<file path="config.mk">
export PLATFORM = sky130hd
export DESIGN_NAME = serial_link_top
export DESIGN_NICKNAME = d
export VERILOG_FILES = /design/src/design/link_pkg.sv /design/src/design/uart_rx.sv /design/src/design/frame_rx.sv /design/src/design/reg_block.sv /design/src/design/reply_tx.sv /design/src/design/uart_tx.sv /design/src/design/serial_link_top.sv
export SDC_FILE = /design/constraint.sdc
export NUM_CORES = 2
export LEC_CHECK = 0
export BUFFER_PORTS_ARGS = -buffer_cell sky130_fd_sc_hd__buf_2
export CAP_MARGIN = 20
export CELL_PAD_IN_SITES_DETAIL_PLACEMENT = 1
export CELL_PAD_IN_SITES_GLOBAL_PLACEMENT = 1
export CORE_AREA = 8 8 448 450
export CTS_CLUSTER_DIAMETER = 80
export DETAILED_ROUTE_END_ITERATION = 10
export DIE_AREA = 0 0 456 458
export PLACE_DENSITY = 0.83
export SYNTH_ARGS = -nofsm -noshare
export SYNTH_HDL_FRONTEND = slang
export SYNTH_SLANG_ARGS = --single-unit
</file>
<file path="constraint.sdc">
create_clock -name clk -period 4.4 [get_ports clk]
set_input_delay 0.44 -clock clk [delete_from_list [all_inputs] [get_ports clk]]
set_output_delay 0.44 -clock clk [all_outputs]
set_load 0.1 [all_outputs]
</file>
<file path="src/design/link_pkg.sv">
`default_nettype none

package link_pkg;

  // Serial timing, shortened for simulation
  localparam int CLKS_PER_BIT = 8;

  localparam logic [7:0] SYNC_REQ = 8'hAA;
  localparam logic [7:0] SYNC_RSP = 8'h55;
  localparam logic [7:0] CMD_WRITE = 8'h01;
  localparam logic [7:0] CMD_READ = 8'h02;
  localparam int MAX_LEN = 16;
  localparam logic [7:0] SW_ADDR = 8'hFF;

  localparam logic [15:0] CRC_INIT = 16'hFFFF;
  localparam logic [15:0] CRC_POLY = 16'h1021;

  localparam logic [7:0] ST_OK = 8'h00;
  localparam logic [7:0] ST_BAD_CMD = 8'h01;

  typedef struct packed {
    logic       valid;
    logic [7:0] data;
  } byte_beat_t;

  typedef struct packed {
    logic       strobe;
    logic [7:0] addr;
    logic [7:0] data;
  } wr_req_t;

  typedef struct packed {
    logic [7:0] cmd;
    logic [7:0] addr;
    logic [4:0] len;
    logic [7:0] status;
  } reply_cmd_t;

  // CRC-16/CCITT, one byte at a time, MSB first
  function automatic logic [15:0] crc16_step(input logic [15:0] crc, input logic [7:0] data);
    logic [15:0] c;
    c = crc ^ {data, 8'h00};
    for (int i = 0; i < 8; i++) begin
      if (c[15]) begin
        c = {c[14:0], 1'b0} ^ CRC_POLY;
      end else begin
        c = {c[14:0], 1'b0};
      end
    end
    return c;
  endfunction

endpackage

`default_nettype wire

</file>
<file path="src/design/uart_rx.sv">
`default_nettype none

module uart_rx (
  input  wire logic           clk,
  input  wire logic           rst_n,
  input  wire logic           rxd,
  output link_pkg::byte_beat_t rx_beat
);

  localparam int CW = $clog2(link_pkg::CLKS_PER_BIT);
  localparam logic [CW-1:0] FULL = CW'(link_pkg::CLKS_PER_BIT - 1);
  localparam logic [CW-1:0] HALF = CW'(link_pkg::CLKS_PER_BIT / 2 - 1);

  typedef enum logic [1:0] {S_IDLE, S_START, S_DATA, S_STOP} state_t;

  state_t        state;
  logic          rxd_meta;
  logic          rxd_sync;
  logic          rxd_prev;
  logic [CW-1:0] cnt;
  logic [2:0]    bit_idx;
  logic [7:0]    shift;
  logic          rx_valid;

  always_ff @(posedge clk) begin
    if (!rst_n) begin
      rxd_meta <= 1'b1;
      rxd_sync <= 1'b1;
      rxd_prev <= 1'b1;
    end else begin
      rxd_meta <= rxd;
      rxd_sync <= rxd_meta;
      rxd_prev <= rxd_sync;
    end
  end

  always_ff @(posedge clk) begin
    if (!rst_n) begin
      state    <= S_IDLE;
      cnt      <= '0;
      bit_idx  <= '0;
      rx_valid <= 1'b0;
    end else begin
      rx_valid <= 1'b0;
      case (state)
        S_IDLE: begin
          if (rxd_prev && !rxd_sync) begin
            state <= S_START;
            cnt   <= '0;
          end
        end
        // Confirm the start bit at its middle, a glitch goes back to idle
        S_START: begin
          if (cnt == HALF) begin
            cnt     <= '0;
            bit_idx <= '0;
            state   <= rxd_sync ? S_IDLE : S_DATA;
          end else begin
            cnt <= cnt + 1'b1;
          end
        end
        S_DATA: begin
          if (cnt == FULL) begin
            cnt     <= '0;
            shift   <= {rxd_sync, shift[7:1]};
            bit_idx <= bit_idx + 1'b1;
            if (bit_idx == 3'd7) begin
              state <= S_STOP;
            end
          end else begin
            cnt <= cnt + 1'b1;
          end
        end
        S_STOP: begin
          if (cnt == FULL) begin
            cnt      <= '0;
            state    <= S_IDLE;
            rx_valid <= rxd_sync;
          end else begin
            cnt <= cnt + 1'b1;
          end
        end
        default: state <= S_IDLE;
      endcase
    end
  end

  assign rx_beat.valid = rx_valid;
  assign rx_beat.data  = shift;

endmodule

`default_nettype wire

</file>
<file path="src/design/frame_rx.sv">
`default_nettype none

module frame_rx (
  input  wire logic                 clk,
  input  wire logic                 rst_n,
  input  wire link_pkg::byte_beat_t rx_beat,
  output link_pkg::wr_req_t         wr_req,
  output link_pkg::reply_cmd_t      cmd,
  output logic                      cmd_valid,
  input  wire logic                 cmd_ready
);

  localparam int IW = $clog2(link_pkg::MAX_LEN);

  typedef enum logic [3:0] {
    S_SYNC, S_CMD, S_ADDR, S_LEN, S_DATA, S_CRC_HI, S_CRC_LO, S_COMMIT, S_REPLY
  } state_t;

  state_t      state;
  logic [7:0]  cmd_byte;
  logic [7:0]  base_addr;
  logic [4:0]  len;
  logic [4:0]  cnt;
  logic [15:0] crc;
  logic [15:0] crc_next;
  logic [7:0]  crc_hi;
  logic [7:0]  stage [link_pkg::MAX_LEN];
  logic        len_ok;
  logic        is_write;

  assign crc_next = link_pkg::crc16_step(crc, rx_beat.data);
  assign len_ok   = rx_beat.data != 8'd0 && rx_beat.data <= 8'(link_pkg::MAX_LEN);
  assign is_write = cmd_byte == link_pkg::CMD_WRITE;

  always_ff @(posedge clk) begin
    if (!rst_n) begin
      state <= S_SYNC;
      cnt   <= '0;
      crc   <= link_pkg::CRC_INIT;
    end else begin
      case (state)
        S_SYNC: begin
          if (rx_beat.valid && rx_beat.data == link_pkg::SYNC_REQ) begin
            crc   <= link_pkg::CRC_INIT;
            state <= S_CMD;
          end
        end
        S_CMD: begin
          if (rx_beat.valid) begin
            crc   <= crc_next;
            state <= S_ADDR;
          end
        end
        S_ADDR: begin
          if (rx_beat.valid) begin
            crc   <= crc_next;
            state <= S_LEN;
          end
        end
        S_LEN: begin
          if (rx_beat.valid) begin
            crc   <= crc_next;
            cnt   <= '0;
            if (!len_ok) begin
              state <= S_SYNC;
            end else begin
              state <= is_write ? S_DATA : S_CRC_HI;
            end
          end
        end
        S_DATA: begin
          if (rx_beat.valid) begin
            crc <= crc_next;
            cnt <= cnt + 1'b1;
            if (cnt == len - 5'd1) begin
              state <= S_CRC_HI;
            end
          end
        end
        S_CRC_HI: begin
          if (rx_beat.valid) begin
            state <= S_CRC_LO;
          end
        end
        S_CRC_LO: begin
          if (rx_beat.valid) begin
            cnt <= '0;
            if ({crc_hi, rx_beat.data} != crc) begin
              state <= S_SYNC;
            end else begin
              state <= is_write ? S_COMMIT : S_REPLY;
            end
          end
        end
        // One staged byte per cycle into the register block
        S_COMMIT: begin
          cnt <= cnt + 1'b1;
          if (cnt == len - 5'd1) begin
            state <= S_REPLY;
          end
        end
        S_REPLY: begin
          if (cmd_ready) begin
            state <= S_SYNC;
          end
        end
        default: state <= S_SYNC;
      endcase
    end
  end

  always_ff @(posedge clk) begin
    if (rx_beat.valid) begin
      case (state)
        S_CMD:    cmd_byte <= rx_beat.data;
        S_ADDR:   base_addr <= rx_beat.data;
        S_LEN:    len <= rx_beat.data[4:0];
        S_DATA:   stage[cnt[IW-1:0]] <= rx_beat.data;
        S_CRC_HI: crc_hi <= rx_beat.data;
        default:  ;
      endcase
    end
  end

  // Address wraps at 255
  assign wr_req.strobe = state == S_COMMIT;
  assign wr_req.addr   = base_addr + {3'b000, cnt};
  assign wr_req.data   = stage[cnt[IW-1:0]];

  assign cmd.cmd    = cmd_byte;
  assign cmd.addr   = base_addr;
  assign cmd.len    = len;
  assign cmd.status = (is_write || cmd_byte == link_pkg::CMD_READ) ?
                      link_pkg::ST_OK : link_pkg::ST_BAD_CMD;
  assign cmd_valid  = state == S_REPLY;

endmodule

`default_nettype wire

</file>
<file path="src/design/reg_block.sv">
`default_nettype none

module reg_block (
  input  wire logic              clk,
  input  wire logic              rst_n,
  input  wire link_pkg::wr_req_t wr_req,
  input  wire logic [7:0]        rd_addr,
  output logic [7:0]             rd_data,
  input  wire logic [7:0]        sw,
  output logic [7:0]             led
);

  // The top address is the switch window, so only 255 bytes are stored
  localparam int DEPTH = 255;

  logic [7:0] regs [DEPTH];

  always_ff @(posedge clk) begin
    if (!rst_n) begin
      for (int i = 0; i < DEPTH; i++) begin
        regs[i] <= '0;
      end
    end else if (wr_req.strobe && wr_req.addr != link_pkg::SW_ADDR) begin
      regs[wr_req.addr] <= wr_req.data;
    end
  end

  always_ff @(posedge clk) begin
    if (!rst_n) begin
      rd_data <= '0;
    end else if (rd_addr == link_pkg::SW_ADDR) begin
      rd_data <= sw;
    end else begin
      rd_data <= regs[rd_addr];
    end
  end

  assign led = regs[0];

endmodule

`default_nettype wire

</file>
<file path="src/design/reply_tx.sv">
`default_nettype none

module reply_tx (
  input  wire logic                   clk,
  input  wire logic                   rst_n,
  input  wire link_pkg::reply_cmd_t   cmd,
  input  wire logic                   cmd_valid,
  output logic                        cmd_ready,
  output logic [7:0]                  rd_addr,
  input  wire logic [7:0]             rd_data,
  output link_pkg::byte_beat_t        tx_beat,
  input  wire logic                   tx_ready
);

  typedef enum logic [2:0] {S_IDLE, S_HDR, S_FETCH, S_DATA, S_CRC_HI, S_CRC_LO} state_t;

  state_t               state;
  link_pkg::reply_cmd_t rc;
  logic [2:0]           hdr_idx;
  logic [7:0]           hdr_next;
  logic [4:0]           cnt;
  logic [15:0]          crc;
  logic [7:0]           rd_ptr;
  logic                 tx_valid;
  logic [7:0]           tx_data;
  logic                 taken;
  logic                 has_data;

  assign taken     = tx_valid && tx_ready;
  assign has_data  = rc.cmd == link_pkg::CMD_READ && rc.status == link_pkg::ST_OK;
  assign cmd_ready = state == S_IDLE;
  assign rd_addr   = rd_ptr;

  assign tx_beat.valid = tx_valid;
  assign tx_beat.data  = tx_data;

  // hdr_idx names the byte now on offer, 0 is the sync byte
  always_comb begin
    case (hdr_idx)
      3'd0:    hdr_next = rc.cmd;
      3'd1:    hdr_next = rc.addr;
      3'd2:    hdr_next = {3'b000, rc.len};
      default: hdr_next = rc.status;
    endcase
  end

  always_ff @(posedge clk) begin
    if (!rst_n) begin
      state    <= S_IDLE;
      tx_valid <= 1'b0;
      hdr_idx  <= '0;
      cnt      <= '0;
      crc      <= link_pkg::CRC_INIT;
    end else begin
      case (state)
        S_IDLE: begin
          if (cmd_valid) begin
            rc       <= cmd;
            rd_ptr   <= cmd.addr;
            tx_data  <= link_pkg::SYNC_RSP;
            tx_valid <= 1'b1;
            hdr_idx  <= '0;
            cnt      <= '0;
            crc      <= link_pkg::CRC_INIT;
            state    <= S_HDR;
          end
        end
        S_HDR: begin
          if (taken) begin
            if (hdr_idx != 3'd4) begin
              tx_data <= hdr_next;
              crc     <= link_pkg::crc16_step(crc, hdr_next);
              hdr_idx <= hdr_idx + 1'b1;
            end else if (has_data) begin
              tx_valid <= 1'b0;
              state    <= S_FETCH;
            end else begin
              tx_data <= crc[15:8];
              state   <= S_CRC_HI;
            end
          end
        end
        // rd_data already holds rd_ptr, step the pointer one address ahead
        S_FETCH: begin
          tx_data  <= rd_data;
          tx_valid <= 1'b1;
          crc      <= link_pkg::crc16_step(crc, rd_data);
          rd_ptr   <= rd_ptr + 1'b1;
          cnt      <= cnt + 1'b1;
          state    <= S_DATA;
        end
        S_DATA: begin
          if (taken) begin
            if (cnt == rc.len) begin
              tx_data <= crc[15:8];
              state   <= S_CRC_HI;
            end else begin
              tx_valid <= 1'b0;
              state    <= S_FETCH;
            end
          end
        end
        S_CRC_HI: begin
          if (taken) begin
            tx_data <= crc[7:0];
            state   <= S_CRC_LO;
          end
        end
        S_CRC_LO: begin
          if (taken) begin
            tx_valid <= 1'b0;
            state    <= S_IDLE;
          end
        end
        default: state <= S_IDLE;
      endcase
    end
  end

endmodule

`default_nettype wire

</file>
<file path="src/design/uart_tx.sv">
`default_nettype none

module uart_tx (
  input  wire logic                 clk,
  input  wire logic                 rst_n,
  input  wire link_pkg::byte_beat_t tx_beat,
  output logic                      tx_ready,
  output logic                      txd
);

  localparam int CW = $clog2(link_pkg::CLKS_PER_BIT);
  localparam logic [CW-1:0] FULL = CW'(link_pkg::CLKS_PER_BIT - 1);

  logic          busy;
  logic [CW-1:0] cnt;
  logic [3:0]    bit_idx;
  logic [9:0]    shift;

  assign tx_ready = !busy;
  assign txd      = shift[0];

  always_ff @(posedge clk) begin
    if (!rst_n) begin
      busy    <= 1'b0;
      cnt     <= '0;
      bit_idx <= '0;
      shift   <= '1;
    end else if (!busy) begin
      if (tx_beat.valid) begin
        // Stop, data LSB first, start
        shift   <= {1'b1, tx_beat.data, 1'b0};
        busy    <= 1'b1;
        cnt     <= '0;
        bit_idx <= '0;
      end
    end else if (cnt == FULL) begin
      cnt   <= '0;
      shift <= {1'b1, shift[9:1]};
      if (bit_idx == 4'd9) begin
        busy <= 1'b0;
      end else begin
        bit_idx <= bit_idx + 1'b1;
      end
    end else begin
      cnt <= cnt + 1'b1;
    end
  end

endmodule

`default_nettype wire

</file>
<file path="src/design/serial_link_top.sv">
`default_nettype none

module serial_link_top (
  input  wire logic       clk,
  input  wire logic       rst_n,
  input  wire logic       rxd,
  input  wire logic [7:0] sw,
  output logic            txd,
  output logic [7:0]      led
);

  link_pkg::byte_beat_t rx_beat;
  link_pkg::byte_beat_t tx_beat;
  link_pkg::wr_req_t    wr_req;
  link_pkg::reply_cmd_t cmd;
  logic                 cmd_valid;
  logic                 cmd_ready;
  logic                 tx_ready;
  logic [7:0]           rd_addr;
  logic [7:0]           rd_data;

  uart_rx uart_rx (.clk(clk),
                   .rst_n(rst_n),
                   .rxd(rxd),
                   .rx_beat(rx_beat));

  frame_rx frame_rx (.clk(clk),         .wr_req(wr_req),
                     .rst_n(rst_n),     .cmd(cmd),
                     .rx_beat(rx_beat), .cmd_valid(cmd_valid),
                     .cmd_ready(cmd_ready));

  reg_block reg_block (.clk(clk),         .rd_data(rd_data),
                       .rst_n(rst_n),     .led(led),
                       .wr_req(wr_req),
                       .rd_addr(rd_addr),
                       .sw(sw));

  reply_tx reply_tx (.clk(clk),             .cmd_ready(cmd_ready),
                     .rst_n(rst_n),         .rd_addr(rd_addr),
                     .cmd(cmd),             .tx_beat(tx_beat),
                     .cmd_valid(cmd_valid),
                     .rd_data(rd_data),
                     .tx_ready(tx_ready));

  uart_tx uart_tx (.clk(clk),         .tx_ready(tx_ready),
                   .rst_n(rst_n),     .txd(txd),
                   .tx_beat(tx_beat));

endmodule

`default_nettype wire

</file>
==> impl_metrics.tcl <==
set metrics [dict create \
    status "finished, final reports clean" \
    first_pass_iters 9 \
    rsz0062_at_grt "false" \
    min_to "reg_block.rd_data[7]" \
    vias 75900 \
    wl_per_cell_um 37.1 \
    grt-ovfl-total 0 \
    clkPwrFrac_pct 43.1 \
    worstSetupPathType "register to register" \
    drv_slew 0 \
    relSlewSlack_pct 12.6 \
    synth_ff_type "edfxtp_1" \
    irDropWorstVdd_uv 358 \
    cts_tree "done" \
    drive_gt1_share_pct 16.2 \
    grt_max_degree 138 \
    path_max_fanout 74 \
    port_buffers 19 \
    tns_ps 0 \
    cp-start-kind "register" \
    setup_viol 0 \
    period_needed_ps 4360 \
    drc 0 \
    track_usage_pct 37.1 \
    dieWidth_um 456 \
    yosys_warnings 0 \
    path_clk_slew_ps 70 \
    synth.largest_area_cell "edfxtp_1" \
    layout_setup_ws_ps 36.7 \
    r2r_end "reg_block.rd_data[7]" \
    p_comb_share_pct 3.0 \
    required_ps 5170 \
    numCtsBuffers 234 \
    worstSkewPairLatency_ps 940 \
    cp-end-kind "register" \
    cap_violations 0 \
    clock_skew_ps 65.1 \
    synth_top_area_share_pct 65.1 \
    ys_seq_elements 2353 \
    total_power_mw 47.2 \
    async_reset_ff_share_pct 0 \
    areaGrowthSynthToFinish_pct 12.5 \
    p_sw_mw 10.4 \
    power.density_nw_per_um2 405 \
    synth_area_leaders "edfxtp_1 65%, nor2_1 7.8%, mux4_2 7.4%, mux2i_1 4.3%, dfxtp_1 2.0%" \
    grt_pass1_vias 77300 \
    clock_tree.root_cell "clkbuf_16" \
    arrival_ps 5130 \
    rr_worst_depth 10 \
    nets 8015 \
    row_count 162 \
    ant_nets 0 \
    place_hpwl_um 253000 \
    synth_cell_type_count 76 \
    dp_slack_ps 104 \
    whs_path_depth 3 \
    cts.path.max_buffers 3 \
    fillers 18100 \
    max_clock_freq_mhz 229 \
    htreeDepth 4 \
    synth-edff-count 2251 \
    clock-sinks 2353 \
    p_int_mw 36.8 \
    gp_congestion 0.970 \
    drt_iter0_drc 13800 \
    tightest_slew_ps 1300 \
    antenna_found_initial 28 \
    vias_per_cell 7.07 \
    rrSetupSlack_ps 40 \
    p_seq_share_pct 53.9 \
    avgSynthCellArea_um2 13.4 \
    leakage_nw 41.1 \
    ios 20 \
    period_share_pct 99.2 \
    wl_um 399000 \
    die-area_um2 209000 \
    sw_frac_of_total_pct 22.1 \
    stdcell_area_um2 117000 \
    start_util_pct 53.6 \
    die_y_um 458 \
    grt_first_pass_wirelength_um 562000 \
    placed_area_um2 109000 \
    seq_area_frac_synth_pct 67.1 \
    fin_util_pct 60.3 \
    hp-start "sw[7]" \
    hp-class "input pin to register" \
    synth_area_um2 104000 \
    syn_inst 7772 \
    hold_viol_final 0 \
    fp.coreArea_um2 194000 \
]
[registers in the layout, indices dropped and copies added, names as in the netlist, 4 cells and up, named ones only]
signal              flops
reply_tx.rc            22
reg_block.rd_data       8
frame_rx.crc           16
frame_rx.cmd_byte       8
reply_tx.cnt            5
uart_tx.bit_idx         4
uart_rx.shift           8
frame_rx.stage        128
frame_rx.state          4
reply_tx.tx_data        8
reg_block.regs       2048
frame_rx.base_addr      8
frame_rx.crc_hi         8
frame_rx.cnt            5
uart_tx.shift           9
reply_tx.crc           16
reply_tx.rd_addr        8
frame_rx.len            5
[worst max-delay path by stage]
stage | startpoint | depth (start not counted) | slack [ps] | end
finish | register | 10 | 40 | reg_block.rd_data[7]
global route | frame_rx.base_addr[0] | 10 | 20 | reg_block.regs[179][2]
CTS | frame_rx.base_addr[0] | 11 | 70 | reg_block.regs[16][6]
detailed placement | frame_rx.base_addr[0] | 10 | 100 | reg_block.regs[20][3]
global placement | frame_rx.base_addr[0] | 11 | 330 | reg_block.regs[16][0]
floorplan | frame_rx.base_addr[0] | 11 | 840 | reg_block.regs[158][0]
[critical path, cell delays in order, from the launching register on]
cell	delay, ps
dfxtp_4	540
buf_4	440
buf_12	430
mux4_2	350
nand2_1	90
nand2_1	120
a2111oi_0	100
buf_4	210
a21oi_1	710
nand3_1	510
o211ai_1	570
[power by group through the flow]
stage	combinational, mW	clock (mW)	sequential [mW]
after floorplan	0.806	0	25.7
after detailed placement	1.32	0	25.9
after CTS	1.36	20.3	25.4
after global placement	1.24	0	25.8
after global routing	1.45	20.9	25.5
final	1.40	20.4	25.4
[synthesized netlist by cell type, drive strengths merged, types with 45 or more instances]
cell type,n
a21oi,141
nand3,179
xnor2,64
mux4,343
nor2,2152
o21ai,248
edfxtp,2251
mux2i,441
clkbuf,274
o221ai,58
xor2,45
buf,312
nand2,502
dfxtp,102
o22ai,145
nor3,59
[per-layer routing]
| layer | vias up | share of wire, % | GRT usage (%) |
|---|---|---|---|
| met5 | - | 0.023 | 0.436 |
| met4 | 14 | 9.4 | 26.9 |
| met3 | 1978 | 15 | 12.7 |
| met2 | 7036 | 44 | 56.2 |
| met1 | 37900 | 32 | 44.2 |
| li1 | 29000 | - | - |
[area by class of cell]
type / count / area, um2 / area share [%]
clock buffer: 299 / 6210 / 5.32
clock inverter: 144 / 1430 / 1.22
antenna: 18 / 45.0 / 0.0386
timing repair buffer: 544 / 4640 / 3.98
tap: 2542 / 3180 / 2.72
multi-input combinational: 4803 / 31400 / 26.9
sequential: 2353 / 69700 / 59.7
inverter: 37 / 144 / 0.123
[cell usage in the layout, fill, tap and decap left out, types with 14 or more instances in the layout]
| master | count |
|---|---|
| mux2i_1 | 439 |
| nor4_1 | 19 |
| o22ai_1 | 145 |
| nand3_1 | 179 |
| inv_1 | 26 |
| nand2_1 | 484 |
| clkbuf_1 | 56 |
| xor2_1 | 45 |
| mux2_2 | 21 |
| o221ai_1 | 58 |
| mux4_2 | 343 |
| diode_2 | 18 |
| a21oi_1 | 138 |
| nor3_1 | 52 |
| buf_2 | 19 |
| clkinv_1 | 50 |
| edfxtp_1 | 2251 |
| clkinv_2 | 52 |
| a221oi_1 | 39 |
| buf_4 | 467 |
| o21ai_0 | 236 |
| nor2_1 | 2136 |
| a2111oi_0 | 29 |
| o211ai_1 | 14 |
| ha_1 | 30 |
| xnor2_1 | 64 |
| buf_12 | 45 |
| clkbuf_16 | 236 |
| dfxtp_1 | 97 |
| nand3b_1 | 17 |
| nor2_2 | 14 |
| a211o_1 | 22 |
| nand2b_1 | 29 |
| a22oi_1 | 18 |
| a211oi_1 | 38 |
| a31oi_1 | 15 |
| bufinv_16 | 21 |
[cells by family after synthesis]
family / share of synthesized area [%]
and+or+nand+nor: 11.7
muxes: 11.9
AOI/OAI and AO/OA: 5.01
other: 0.00361
DFF: 67.1
adders and majority gates: 0.381
buffers and inverters: 2.97
xor gates and xnor gates: 0.920
[timing repair]
item	4_1_cts	5_1_grt
endpoints found under the setup margin	16	46
hold buffers	7	0
pin swaps	0	1
endpoints found under the hold margin	7	0
buffers inserted	0	1
gates resized for setup	1	2
[per-stage QoR]
stage	instances	hold WS [ps]
after global routing	10700	44.4
after global placement	10300	403
after floorplan	7779	386
after CTS	10700	15.7
after detailed placement	10300	407
final	10700	89.4
(Power assumes the default switching activity.)
